### src/pmp_pkg.sv
`default_nettype none

package pmp_pkg;

  // Number of PMP entries
  localparam int NUM_REGIONS = 4;

  // Register port address width in bits
  localparam int AXI_ADDR_W = 8;

  // Register map, byte offsets
  localparam logic [AXI_ADDR_W-1:0] ADDR_PMPCFG0  = 8'h00;
  // pmpaddr registers follow at a stride of 4
  localparam logic [AXI_ADDR_W-1:0] ADDR_PMPADDR0 = 8'h10;
  localparam logic [AXI_ADDR_W-1:0] ADDR_MSECCFG  = 8'h20;

  // Data word on the register port
  typedef logic [31:0] word_t;

  // One configuration byte per entry
  typedef logic [7:0] pmp_cfg_t;

  // Holds bits 33..2 of a physical address
  typedef logic [31:0] pmp_addr_t;

  // Byte address of an access request
  typedef logic [31:0] phys_addr_t;

  // One bit per region
  typedef logic [NUM_REGIONS-1:0] region_vec_t;

  // Privilege level of a request
  typedef logic [1:0] priv_t;

  localparam priv_t PRIV_U = 2'd0;
  localparam priv_t PRIV_M = 2'd3;

  // Configuration byte fields
  localparam int CFG_R_BIT = 0;
  localparam int CFG_W_BIT = 1;
  localparam int CFG_X_BIT = 2;
  // A field is two bits starting here
  localparam int CFG_A_LO  = 3;
  localparam int CFG_L_BIT = 7;

  // Reserved bits 6 and 5, always read as zero
  localparam pmp_cfg_t CFG_ZERO_MASK = 8'h60;

  // Rule locking bypass in mseccfg
  localparam int MSECCFG_RLB_BIT = 2;

  // Address matching modes
  localparam logic [1:0] A_OFF   = 2'd0;
  localparam logic [1:0] A_TOR   = 2'd1;
  localparam logic [1:0] A_NA4   = 2'd2;
  localparam logic [1:0] A_NAPOT = 2'd3;

  // AXI response codes
  localparam logic [1:0] RESP_OKAY   = 2'd0;
  localparam logic [1:0] RESP_SLVERR = 2'd2;

  // Kind of access being checked
  typedef enum logic [1:0] {
    ACC_READ  = 2'd0,
    ACC_WRITE = 2'd1,
    ACC_EXEC  = 2'd2
  } access_e;

endpackage

`default_nettype wire

### src/pmp_csr_regs.sv
`timescale 1ns/10ps
`default_nettype none

module pmp_csr_regs (
  input  logic                                          clk_i,
  input  logic                                          rst_ni,
  // AXI4-Lite write channels
  input  logic                                          s_awvalid_i,
  output logic                                          s_awready_o,
  input  logic [pmp_pkg::AXI_ADDR_W-1:0]                s_awaddr_i,
  input  logic                                          s_wvalid_i,
  output logic                                          s_wready_o,
  input  pmp_pkg::word_t                                s_wdata_i,
  input  logic [3:0]                                    s_wstrb_i,
  output logic                                          s_bvalid_o,
  input  logic                                          s_bready_i,
  output logic [1:0]                                    s_bresp_o,
  // AXI4-Lite read channels
  input  logic                                          s_arvalid_i,
  output logic                                          s_arready_o,
  input  logic [pmp_pkg::AXI_ADDR_W-1:0]                s_araddr_i,
  output logic                                          s_rvalid_o,
  input  logic                                          s_rready_i,
  output pmp_pkg::word_t                                s_rdata_o,
  output logic [1:0]                                    s_rresp_o,
  // Current configuration for the pipeline
  output pmp_pkg::pmp_cfg_t  [pmp_pkg::NUM_REGIONS-1:0] cfg_o,
  output pmp_pkg::pmp_addr_t [pmp_pkg::NUM_REGIONS-1:0] addr_o
);

  pmp_pkg::pmp_cfg_t  [pmp_pkg::NUM_REGIONS-1:0] cfg_q;
  pmp_pkg::pmp_addr_t [pmp_pkg::NUM_REGIONS-1:0] addr_q;
  logic                                          rlb_q;

  logic                 bvalid_q;
  logic [1:0]           bresp_q;
  logic                 rvalid_q;
  pmp_pkg::word_t       rdata_q;
  logic [1:0]           rresp_q;

  logic                 wr_fire;
  logic                 rd_fire;
  pmp_pkg::region_vec_t aw_sel;
  pmp_pkg::region_vec_t ar_sel;
  logic                 aw_mapped;
  pmp_pkg::word_t       rd_data;
  logic                 rd_mapped;

  pmp_pkg::region_vec_t lock_vec;
  pmp_pkg::region_vec_t lock_nb;
  pmp_pkg::region_vec_t tor_lock_nb;
  pmp_pkg::region_vec_t addr_frozen;

  // One-hot select of the pmpaddr register at a given offset
  function automatic pmp_pkg::region_vec_t pmpaddr_sel(
    input logic [pmp_pkg::AXI_ADDR_W-1:0] offs
  );
    pmp_pkg::region_vec_t sel;
    sel = '0;
    for (int i = 0; i < pmp_pkg::NUM_REGIONS; i++) begin
      if (offs == pmp_pkg::ADDR_PMPADDR0 + pmp_pkg::AXI_ADDR_W'(4 * i)) begin
        sel[i] = 1'b1;
      end
    end
    return sel;
  endfunction

  // WARL legalization of one written cfg byte
  function automatic pmp_pkg::pmp_cfg_t legal_cfg(
    input pmp_pkg::pmp_cfg_t old_cfg,
    input pmp_pkg::pmp_cfg_t wr_cfg,
    input logic              rlb
  );
    pmp_pkg::pmp_cfg_t res;
    res = wr_cfg;
    // W without R is reserved, keep the previous RWX
    if (wr_cfg[pmp_pkg::CFG_X_BIT:pmp_pkg::CFG_R_BIT] inside {3'd2, 3'd6}) begin
      res[pmp_pkg::CFG_X_BIT:pmp_pkg::CFG_R_BIT] =
        old_cfg[pmp_pkg::CFG_X_BIT:pmp_pkg::CFG_R_BIT];
    end
    if (old_cfg[pmp_pkg::CFG_L_BIT] && !rlb) begin
      res = old_cfg;
    end
    res = res & ~pmp_pkg::CFG_ZERO_MASK;
    return res;
  endfunction

  // Address and data are taken in the same cycle
  assign wr_fire     = s_awvalid_i & s_wvalid_i & ~bvalid_q;
  assign s_awready_o = wr_fire;
  assign s_wready_o  = wr_fire;

  assign rd_fire     = s_arvalid_i & ~rvalid_q;
  assign s_arready_o = rd_fire;

  assign aw_sel    = pmpaddr_sel(s_awaddr_i);
  assign ar_sel    = pmpaddr_sel(s_araddr_i);
  assign aw_mapped = (s_awaddr_i == pmp_pkg::ADDR_PMPCFG0) | (|aw_sel) |
                     (s_awaddr_i == pmp_pkg::ADDR_MSECCFG);

  // Lock state per entry
  for (genvar i = 0; i < pmp_pkg::NUM_REGIONS; i++) begin : g_lock
    assign lock_vec[i]    = cfg_q[i][pmp_pkg::CFG_L_BIT];
    assign lock_nb[i]     = lock_vec[i] & ~rlb_q;
    assign tor_lock_nb[i] = lock_nb[i] &
                            (cfg_q[i][pmp_pkg::CFG_A_LO +: 2] == pmp_pkg::A_TOR);
  end

  // A locked TOR entry also freezes the address below it
  assign addr_frozen = lock_nb | (tor_lock_nb >> 1);

  always_ff @(posedge clk_i or negedge rst_ni) begin
    if (!rst_ni) begin
      cfg_q  <= '0;
      addr_q <= '0;
      rlb_q  <= 1'b0;
    end else if (wr_fire) begin
      if (s_awaddr_i == pmp_pkg::ADDR_PMPCFG0) begin
        for (int i = 0; i < pmp_pkg::NUM_REGIONS; i++) begin
          cfg_q[i] <= legal_cfg(cfg_q[i], s_wdata_i[8*i +: 8], rlb_q);
        end
      end
      for (int i = 0; i < pmp_pkg::NUM_REGIONS; i++) begin
        if (aw_sel[i] && !addr_frozen[i]) begin
          addr_q[i] <= s_wdata_i;
        end
      end
      // RLB can only be raised while nothing is locked
      if (s_awaddr_i == pmp_pkg::ADDR_MSECCFG) begin
        rlb_q <= s_wdata_i[pmp_pkg::MSECCFG_RLB_BIT] & (rlb_q | ~(|lock_vec));
      end
    end
  end

  // Write response, strobes play no part since only full words are written
  always_ff @(posedge clk_i or negedge rst_ni) begin
    if (!rst_ni) begin
      bvalid_q <= 1'b0;
    end else if (wr_fire) begin
      bvalid_q <= 1'b1;
    end else if (s_bready_i) begin
      bvalid_q <= 1'b0;
    end
  end

  always_ff @(posedge clk_i) begin
    if (wr_fire) begin
      bresp_q <= aw_mapped ? pmp_pkg::RESP_OKAY : pmp_pkg::RESP_SLVERR;
    end
  end

  // Read data mux
  always_comb begin
    rd_data   = '0;
    rd_mapped = 1'b1;
    if (s_araddr_i == pmp_pkg::ADDR_PMPCFG0) begin
      rd_data = pmp_pkg::word_t'(cfg_q);
    end else if (|ar_sel) begin
      for (int i = 0; i < pmp_pkg::NUM_REGIONS; i++) begin
        if (ar_sel[i]) begin
          rd_data = addr_q[i];
        end
      end
    end else if (s_araddr_i == pmp_pkg::ADDR_MSECCFG) begin
      rd_data[pmp_pkg::MSECCFG_RLB_BIT] = rlb_q;
    end else begin
      rd_mapped = 1'b0;
    end
  end

  always_ff @(posedge clk_i or negedge rst_ni) begin
    if (!rst_ni) begin
      rvalid_q <= 1'b0;
    end else if (rd_fire) begin
      rvalid_q <= 1'b1;
    end else if (s_rready_i) begin
      rvalid_q <= 1'b0;
    end
  end

  // Data stays put until the response is taken
  always_ff @(posedge clk_i) begin
    if (rd_fire) begin
      rdata_q <= rd_data;
      rresp_q <= rd_mapped ? pmp_pkg::RESP_OKAY : pmp_pkg::RESP_SLVERR;
    end
  end

  assign s_bvalid_o = bvalid_q;
  assign s_bresp_o  = bresp_q;
  assign s_rvalid_o = rvalid_q;
  assign s_rdata_o  = rdata_q;
  assign s_rresp_o  = rresp_q;
  assign cfg_o      = cfg_q;
  assign addr_o     = addr_q;

endmodule

`default_nettype wire

### src/pmp_region_match.sv
`timescale 1ns/10ps
`default_nettype none

module pmp_region_match (
  input  logic                                          clk_i,
  input  logic                                          rst_ni,
  // Incoming access request
  input  logic                                          req_valid_i,
  output logic                                          req_ready_o,
  input  pmp_pkg::phys_addr_t                           req_addr_i,
  input  pmp_pkg::access_e                              req_type_i,
  input  pmp_pkg::priv_t                                req_priv_i,
  // Region configuration
  input  pmp_pkg::pmp_cfg_t  [pmp_pkg::NUM_REGIONS-1:0] cfg_i,
  input  pmp_pkg::pmp_addr_t [pmp_pkg::NUM_REGIONS-1:0] addr_i,
  // To the priority stage
  output logic                                          s1_valid_o,
  output pmp_pkg::region_vec_t                          s1_match_o,
  output pmp_pkg::access_e                              s1_type_o,
  output pmp_pkg::priv_t                                s1_priv_o,
  input  logic                                          s1_ready_i
);

  pmp_pkg::pmp_addr_t   word_addr;
  pmp_pkg::region_vec_t match_vec;

  logic                 s1_valid_q;
  pmp_pkg::region_vec_t s1_match_q;
  pmp_pkg::access_e     s1_type_q;
  pmp_pkg::priv_t       s1_priv_q;

  // pmpaddr registers hold word addresses
  assign word_addr = pmp_pkg::pmp_addr_t'(req_addr_i >> 2);

  for (genvar i = 0; i < pmp_pkg::NUM_REGIONS; i++) begin : g_region
    pmp_pkg::pmp_addr_t lo_bound;
    pmp_pkg::pmp_addr_t napot_mask;
    logic [1:0]         a_mode;
    logic               hit;

    // TOR lower bound comes from the entry below, zero for entry 0
    if (i == 0) begin : g_first
      assign lo_bound = '0;
    end else begin : g_next
      assign lo_bound = addr_i[i-1];
    end

    // Trailing ones plus the first zero span the region size
    assign napot_mask = addr_i[i] ^ (addr_i[i] + pmp_pkg::pmp_addr_t'(1));
    assign a_mode     = cfg_i[i][pmp_pkg::CFG_A_LO +: 2];

    always_comb begin
      case (a_mode)
        pmp_pkg::A_OFF: begin
          hit = 1'b0;
        end
        pmp_pkg::A_TOR: begin
          hit = (word_addr >= lo_bound) && (word_addr < addr_i[i]);
        end
        pmp_pkg::A_NA4: begin
          hit = (word_addr == addr_i[i]);
        end
        pmp_pkg::A_NAPOT: begin
          hit = ((word_addr & ~napot_mask) == (addr_i[i] & ~napot_mask));
        end
        default: begin
          hit = 1'b0;
        end
      endcase
    end

    assign match_vec[i] = hit;
  end

  // Accept when empty or when the next stage drains us
  assign req_ready_o = ~s1_valid_q | s1_ready_i;

  always_ff @(posedge clk_i or negedge rst_ni) begin
    if (!rst_ni) begin
      s1_valid_q <= 1'b0;
    end else if (req_ready_o) begin
      s1_valid_q <= req_valid_i;
    end
  end

  always_ff @(posedge clk_i) begin
    if (req_valid_i && req_ready_o) begin
      s1_match_q <= match_vec;
      s1_type_q  <= req_type_i;
      s1_priv_q  <= req_priv_i;
    end
  end

  assign s1_valid_o = s1_valid_q;
  assign s1_match_o = s1_match_q;
  assign s1_type_o  = s1_type_q;
  assign s1_priv_o  = s1_priv_q;

endmodule

`default_nettype wire

### src/pmp_priority_check.sv
`timescale 1ns/10ps
`default_nettype none

module pmp_priority_check (
  input  logic                                         clk_i,
  input  logic                                         rst_ni,
  // From the match stage
  input  logic                                         s1_valid_i,
  output logic                                         s1_ready_o,
  input  pmp_pkg::region_vec_t                         s1_match_i,
  input  pmp_pkg::access_e                             s1_type_i,
  input  pmp_pkg::priv_t                               s1_priv_i,
  // Permission and lock bits
  input  pmp_pkg::pmp_cfg_t [pmp_pkg::NUM_REGIONS-1:0] cfg_i,
  // Response channel
  output logic                                         rsp_valid_o,
  output logic                                         rsp_allow_o,
  output logic                                         rsp_hit_o,
  input  logic                                         rsp_ready_i
);

  pmp_pkg::pmp_cfg_t cfg_sel;
  logic              perm;
  logic              hit;
  logic              allow;

  logic              rsp_valid_q;
  logic              rsp_allow_q;
  logic              rsp_hit_q;

  // Lowest index wins, so scan downwards
  always_comb begin
    cfg_sel = '0;
    for (int i = pmp_pkg::NUM_REGIONS - 1; i >= 0; i--) begin
      if (s1_match_i[i]) begin
        cfg_sel = cfg_i[i];
      end
    end
  end

  assign hit = |s1_match_i;

  always_comb begin
    case (s1_type_i)
      pmp_pkg::ACC_READ:  perm = cfg_sel[pmp_pkg::CFG_R_BIT];
      pmp_pkg::ACC_WRITE: perm = cfg_sel[pmp_pkg::CFG_W_BIT];
      pmp_pkg::ACC_EXEC:  perm = cfg_sel[pmp_pkg::CFG_X_BIT];
      default:            perm = 1'b0;
    endcase
  end

  always_comb begin
    if (!hit) begin
      // No region, only M mode gets through
      allow = (s1_priv_i == pmp_pkg::PRIV_M);
    end else if ((s1_priv_i == pmp_pkg::PRIV_M) && !cfg_sel[pmp_pkg::CFG_L_BIT]) begin
      allow = 1'b1;
    end else begin
      allow = perm;
    end
  end

  assign s1_ready_o = ~rsp_valid_q | rsp_ready_i;

  always_ff @(posedge clk_i or negedge rst_ni) begin
    if (!rst_ni) begin
      rsp_valid_q <= 1'b0;
    end else if (s1_ready_o) begin
      rsp_valid_q <= s1_valid_i;
    end
  end

  // Response held while the consumer stalls
  always_ff @(posedge clk_i) begin
    if (s1_valid_i && s1_ready_o) begin
      rsp_allow_q <= allow;
      rsp_hit_q   <= hit;
    end
  end

  assign rsp_valid_o = rsp_valid_q;
  assign rsp_allow_o = rsp_allow_q;
  assign rsp_hit_o   = rsp_hit_q;

endmodule

`default_nettype wire

### src/pmp_top.sv
`timescale 1ns/10ps
`default_nettype none

module pmp_top (
  input  logic                           clk_i,
  input  logic                           rst_ni,
  // Register port
  input  logic                           s_awvalid_i,
  output logic                           s_awready_o,
  input  logic [pmp_pkg::AXI_ADDR_W-1:0] s_awaddr_i,
  input  logic                           s_wvalid_i,
  output logic                           s_wready_o,
  input  pmp_pkg::word_t                 s_wdata_i,
  input  logic [3:0]                     s_wstrb_i,
  output logic                           s_bvalid_o,
  input  logic                           s_bready_i,
  output logic [1:0]                     s_bresp_o,
  input  logic                           s_arvalid_i,
  output logic                           s_arready_o,
  input  logic [pmp_pkg::AXI_ADDR_W-1:0] s_araddr_i,
  output logic                           s_rvalid_o,
  input  logic                           s_rready_i,
  output pmp_pkg::word_t                 s_rdata_o,
  output logic [1:0]                     s_rresp_o,
  // Access requests
  input  logic                           req_valid_i,
  output logic                           req_ready_o,
  input  pmp_pkg::phys_addr_t            req_addr_i,
  input  pmp_pkg::access_e               req_type_i,
  input  pmp_pkg::priv_t                 req_priv_i,
  // Access responses
  output logic                           rsp_valid_o,
  output logic                           rsp_allow_o,
  output logic                           rsp_hit_o,
  input  logic                           rsp_ready_i
);

  pmp_pkg::pmp_cfg_t  [pmp_pkg::NUM_REGIONS-1:0] regs_cfg;
  pmp_pkg::pmp_addr_t [pmp_pkg::NUM_REGIONS-1:0] regs_addr;

  logic                 s1_valid;
  logic                 s1_ready;
  pmp_pkg::region_vec_t s1_match;
  pmp_pkg::access_e     s1_type;
  pmp_pkg::priv_t       s1_priv;

  // Register file beside the pipeline
  pmp_csr_regs u_regs (
    .clk_i       (clk_i),
    .rst_ni      (rst_ni),
    .s_awvalid_i (s_awvalid_i),
    .s_awready_o (s_awready_o),
    .s_awaddr_i  (s_awaddr_i),
    .s_wvalid_i  (s_wvalid_i),
    .s_wready_o  (s_wready_o),
    .s_wdata_i   (s_wdata_i),
    .s_wstrb_i   (s_wstrb_i),
    .s_bvalid_o  (s_bvalid_o),
    .s_bready_i  (s_bready_i),
    .s_bresp_o   (s_bresp_o),
    .s_arvalid_i (s_arvalid_i),
    .s_arready_o (s_arready_o),
    .s_araddr_i  (s_araddr_i),
    .s_rvalid_o  (s_rvalid_o),
    .s_rready_i  (s_rready_i),
    .s_rdata_o   (s_rdata_o),
    .s_rresp_o   (s_rresp_o),
    .cfg_o       (regs_cfg),
    .addr_o      (regs_addr)
  );

  // Stage 1, address match
  pmp_region_match u_match (
    .clk_i       (clk_i),
    .rst_ni      (rst_ni),
    .req_valid_i (req_valid_i),
    .req_ready_o (req_ready_o),
    .req_addr_i  (req_addr_i),
    .req_type_i  (req_type_i),
    .req_priv_i  (req_priv_i),
    .cfg_i       (regs_cfg),
    .addr_i      (regs_addr),
    .s1_valid_o  (s1_valid),
    .s1_match_o  (s1_match),
    .s1_type_o   (s1_type),
    .s1_priv_o   (s1_priv),
    .s1_ready_i  (s1_ready)
  );

  // Stage 2, priority and permission
  pmp_priority_check u_check (
    .clk_i       (clk_i),
    .rst_ni      (rst_ni),
    .s1_valid_i  (s1_valid),
    .s1_ready_o  (s1_ready),
    .s1_match_i  (s1_match),
    .s1_type_i   (s1_type),
    .s1_priv_i   (s1_priv),
    .cfg_i       (regs_cfg),
    .rsp_valid_o (rsp_valid_o),
    .rsp_allow_o (rsp_allow_o),
    .rsp_hit_o   (rsp_hit_o),
    .rsp_ready_i (rsp_ready_i)
  );

endmodule

`default_nettype wire

### config.mk
export PLATFORM = sky130hd
export DESIGN_NAME = pmp_top
export DESIGN_NICKNAME = d
export VERILOG_FILES = /design/src/pmp_pkg.sv /design/src/pmp_csr_regs.sv /design/src/pmp_region_match.sv /design/src/pmp_priority_check.sv /design/src/pmp_top.sv
export SDC_FILE = /design/constraint.sdc
export NUM_CORES = 1
export LEC_CHECK = 0
export ABC_CLOCK_PERIOD_IN_PS = 3900
export CAP_MARGIN = 20
export CORE_UTILIZATION = 50
export CTS_CLUSTER_DIAMETER = 200
export DETAILED_ROUTE_END_ITERATION = 7
export DONT_BUFFER_PORTS = 1
export GPL_TIMING_DRIVEN = 0
export PLACE_DENSITY = 0.76
export SETUP_SLACK_MARGIN = 0.05
export SLEW_MARGIN = 20
export SYNTH_ARGS = -nofsm -noshare
export SYNTH_HDL_FRONTEND = slang
export SYNTH_HIERARCHICAL = 1
export SYNTH_SLANG_ARGS = --single-unit
### constraint.sdc
create_clock -name clk_i -period 3.9 [get_ports clk_i]
set_input_delay 0 -clock clk_i [delete_from_list [all_inputs] [get_ports clk_i]]
set_output_delay 0 -clock clk_i [all_outputs]
set_load 0.02 [all_outputs]
==> results list <==
- Hold slack: between 0.03 and 0.04 ns
- The cell count after synthesis came out at around 1,800.
- Counting along the longest clock path gives a buffer depth of 3.
- Setup repair after global routing could not meet its margin everywhere.
- Hold Violations, Final: 0
- Pwr dens: about 280 nW/um^2
- The finished cells cover 20,300 sq um.
- The first detailed-routing pass took 6 iterations.
- CP top delay family: simple AND/OR/NAND/NOR gates
* Global route total overflow: 0
- Worst setup path category: flip-flop to flip-flop
- The worst setup path is captured at a flip-flop.
- Placed Cells incl. Taps: 2,222
- Clock insertion delay at the later pin of the skew report: approximately 0.53 ns
- YS warnings: 6
* Number of antenna violations at the first check in global routing: 6
- Clk slew on worst S/H paths: roughly 0.060 ns
- Pleak: around 8.6 nW
* Clk_skew: between 0.01 and 0.015 ns
- Routability-driven placement finished with a final weighted congestion of approximately 1.
* CTS Buf Count: 25
- The die is ~190 um tall.
- Total die area: roughly 35,000 sq um
- Measured against its own limit, the worst slew margin works out to 0.168.
- VDD sags by at most 270 uV.
- The critical path goes through inv_1 -> nor3_4 -> nand3_4 -> nor2_4 -> inv_4 -> or2_4 -> nor2_4 -> nand3_2 -> ha_4 -> xor2_1 -> nand2_1 -> xnor2_1 -> nor4_4 -> nand4_1 -> or4_1 -> o21ai_2.
* DR DRC count: 0
* MaxCap Viol Count: 0
- The number of buffers and inverters on the critical path is 2.
- The routed layout has approximately 15,000 vias.
* Total cell area at the placement stage: ~18,000 sq um
- Core area: ~34,000 sq um
- At the worst endpoint, the required time is roughly 4.3 ns.
- Power Total: roughly 5.7 mW
- Final slew viol count: 0
* I/O pin count: 142
- Final cycle utilization of the critical path: 0.999
* Number of vias per cell after detailed routing: 6.28
- In this design, the stage delay of the slowest critical-path cell is roughly 0.5 ns.
* Slew @ Worst Pin: roughly 1.2 ns
* Wire length of the first global-routing pass: 90,600 um
- Averaged over all synthesized cells, the footprint is just under 10 sq um.
- Starting density of the core: 0.511
* Number of I/O port buffers: 0
- Site Rows: 67
- The wire-length estimate of the detail-placed layout is between 40,000 and 50,000 um.
- Library cell appearing most often on the critical path: nor2_4
* Layout overhead on the synthesized area: 18.0%
* Number of standard cells in the final layout excluding fillers: around 2,400
* WL/cell: 26.4 um
* Cell Area, Synth: around 17,000 sq um
* Count of routing violations after the opening detailed-route iteration: around 1,500
- The slowest stage of the critical path is the or4_1 cell.
* Status: completed
- CTS Root Buffer Type: clkbuf_16
- STA classifies the critical path startpoint as a flip-flop.
* Share of post-route cells with drive strength above 1: 0.193
* Post-route setup TNS: 0 ns
* Max Freq: approximately 260 MHz
- Of all nets on the critical path, the largest fanout is 3.
- Final wirelength: roughly 63,000 um
- Critical path data arrival time: between 4 and 5 ns
* Final Net Count: about 2,300
* Number of clock sinks seen by CTS: 201
* # fillers: between 2,000 and 3,000
- Count of endpoints failing setup in the final report: 0
- Entering global routing, the biggest net connects between 150 and 200 pins.
- CTS tree: done
* Via count of the first global-routing pass: between 10,000 and 15,000
- In this run the number of H-tree levels came out at 1.
- In the global route stage, overall resource usage came out at 0.349.
* Residual antenna-violating net count after detailed routing: 0
* Die W: around 190 um
- In this run the worst hold path is classified as primary input to flip-flop.
- Shortest clock period the worst path allows after layout: 3.90 ns
[state kept, by name, indices dropped and copies added (netlist names), 2 cells and up]
register            cells
u_regs/addr_o         128
u_match/s1_priv_o       2
u_regs/cfg_o           24
u_match/s1_match_o      4
u_match/s1_type_o       2
u_regs/s_rdata_o       32
[tightest hold or removal path: stages]
cell	delay, ns
nand2_1	0.05
xor2_1	0.08
nand4_1	0.08
or4_1	0.11
o21ai_2	0.06
[what timing repair did]
action,CTS,global route
endpoints found under the setup margin,4,4
buffers inserted,27,33
hold buffers,70,0
gates resized for setup,61,50
pin swaps,21,28
hold endpoints to repair,346,0
[area by class of cell]
class	instances	area (sq um)	share of cell area
antenna	4	10.0	0.000493
tap	448	561	0.0276
clock buffer	34	679	0.0335
timing repair buffer	132	1200	0.0590
multi-input combinational	1376	11600	0.570
inverter	160	603	0.0297
buffer	36	203	0.00998
clock inverter	11	189	0.00931
sequential	201	5290	0.261
[per-stage QoR]
stage	util	setup slack [ns]
after floorplan	-	0.424
after global placement	0.527	-1.15
after detailed placement	0.528	-1.16
after CTS	0.588	-0.0209
after global routing	0.602	-0.0556
final	0.602	0.00464
[metal layers]
metal / vias up / share of wire / GRT usage
met5: - / 0.00017 / 0
met4: 2 / 0.055 / 0.173
met3: 181 / 0.11 / 0.0938
met2: 856 / 0.44 / 0.550
met1: 7333 / 0.39 / 0.440
li1: 6705 / - / -
[power by group]
group          leakage, nW  switching (mW)  total (mW)  internal, mW
combinational         5.65           0.483       0.817         0.333
clock                0.418           0.945        2.49          1.55
sequential            2.54           0.123        2.34          2.22
total                 8.61            1.55        5.65          4.10
[layout by cell type, fill, tap and decap left out, drive strengths merged, types with 40 or more instances in the layout]
| cell type | instances |
|---|---|
| nand4 | 64 |
| nor2 | 40 |
| mux2 | 140 |
| buf | 91 |
| a21oi | 60 |
| nor4 | 42 |
| dfrtp | 157 |
| mux2i | 64 |
| edfxtp | 44 |
| clkbuf | 42 |
| ha | 236 |
| inv | 160 |
| xor2 | 133 |
| xnor2 | 95 |
| nand3 | 59 |
| dlygate4sd3 | 69 |
| nand2 | 192 |
[worst paths after layout]
check                      slack (ns)        startpoint                    end  cells past startpoint
setup reg to reg                0.005  u_regs/addr_o[1]  u_match/s1_match_o[0]                     16
hold / removal                   0.03    req_addr_i[30]  u_match/s1_match_o[0]                      5
setup / recovery                0.005  u_regs/addr_o[1]  u_match/s1_match_o[0]                     16
hold reg to reg                  0.51  u_regs/cfg_o[16]       u_regs/cfg_o[16]                      1
min in group asynchronous        0.12            rst_ni        u_regs/cfg_o[7]                      2
max in group asynchronous        2.98            rst_ni     u_regs/addr_o[113]                      2
(Power assumes the default switching activity.)
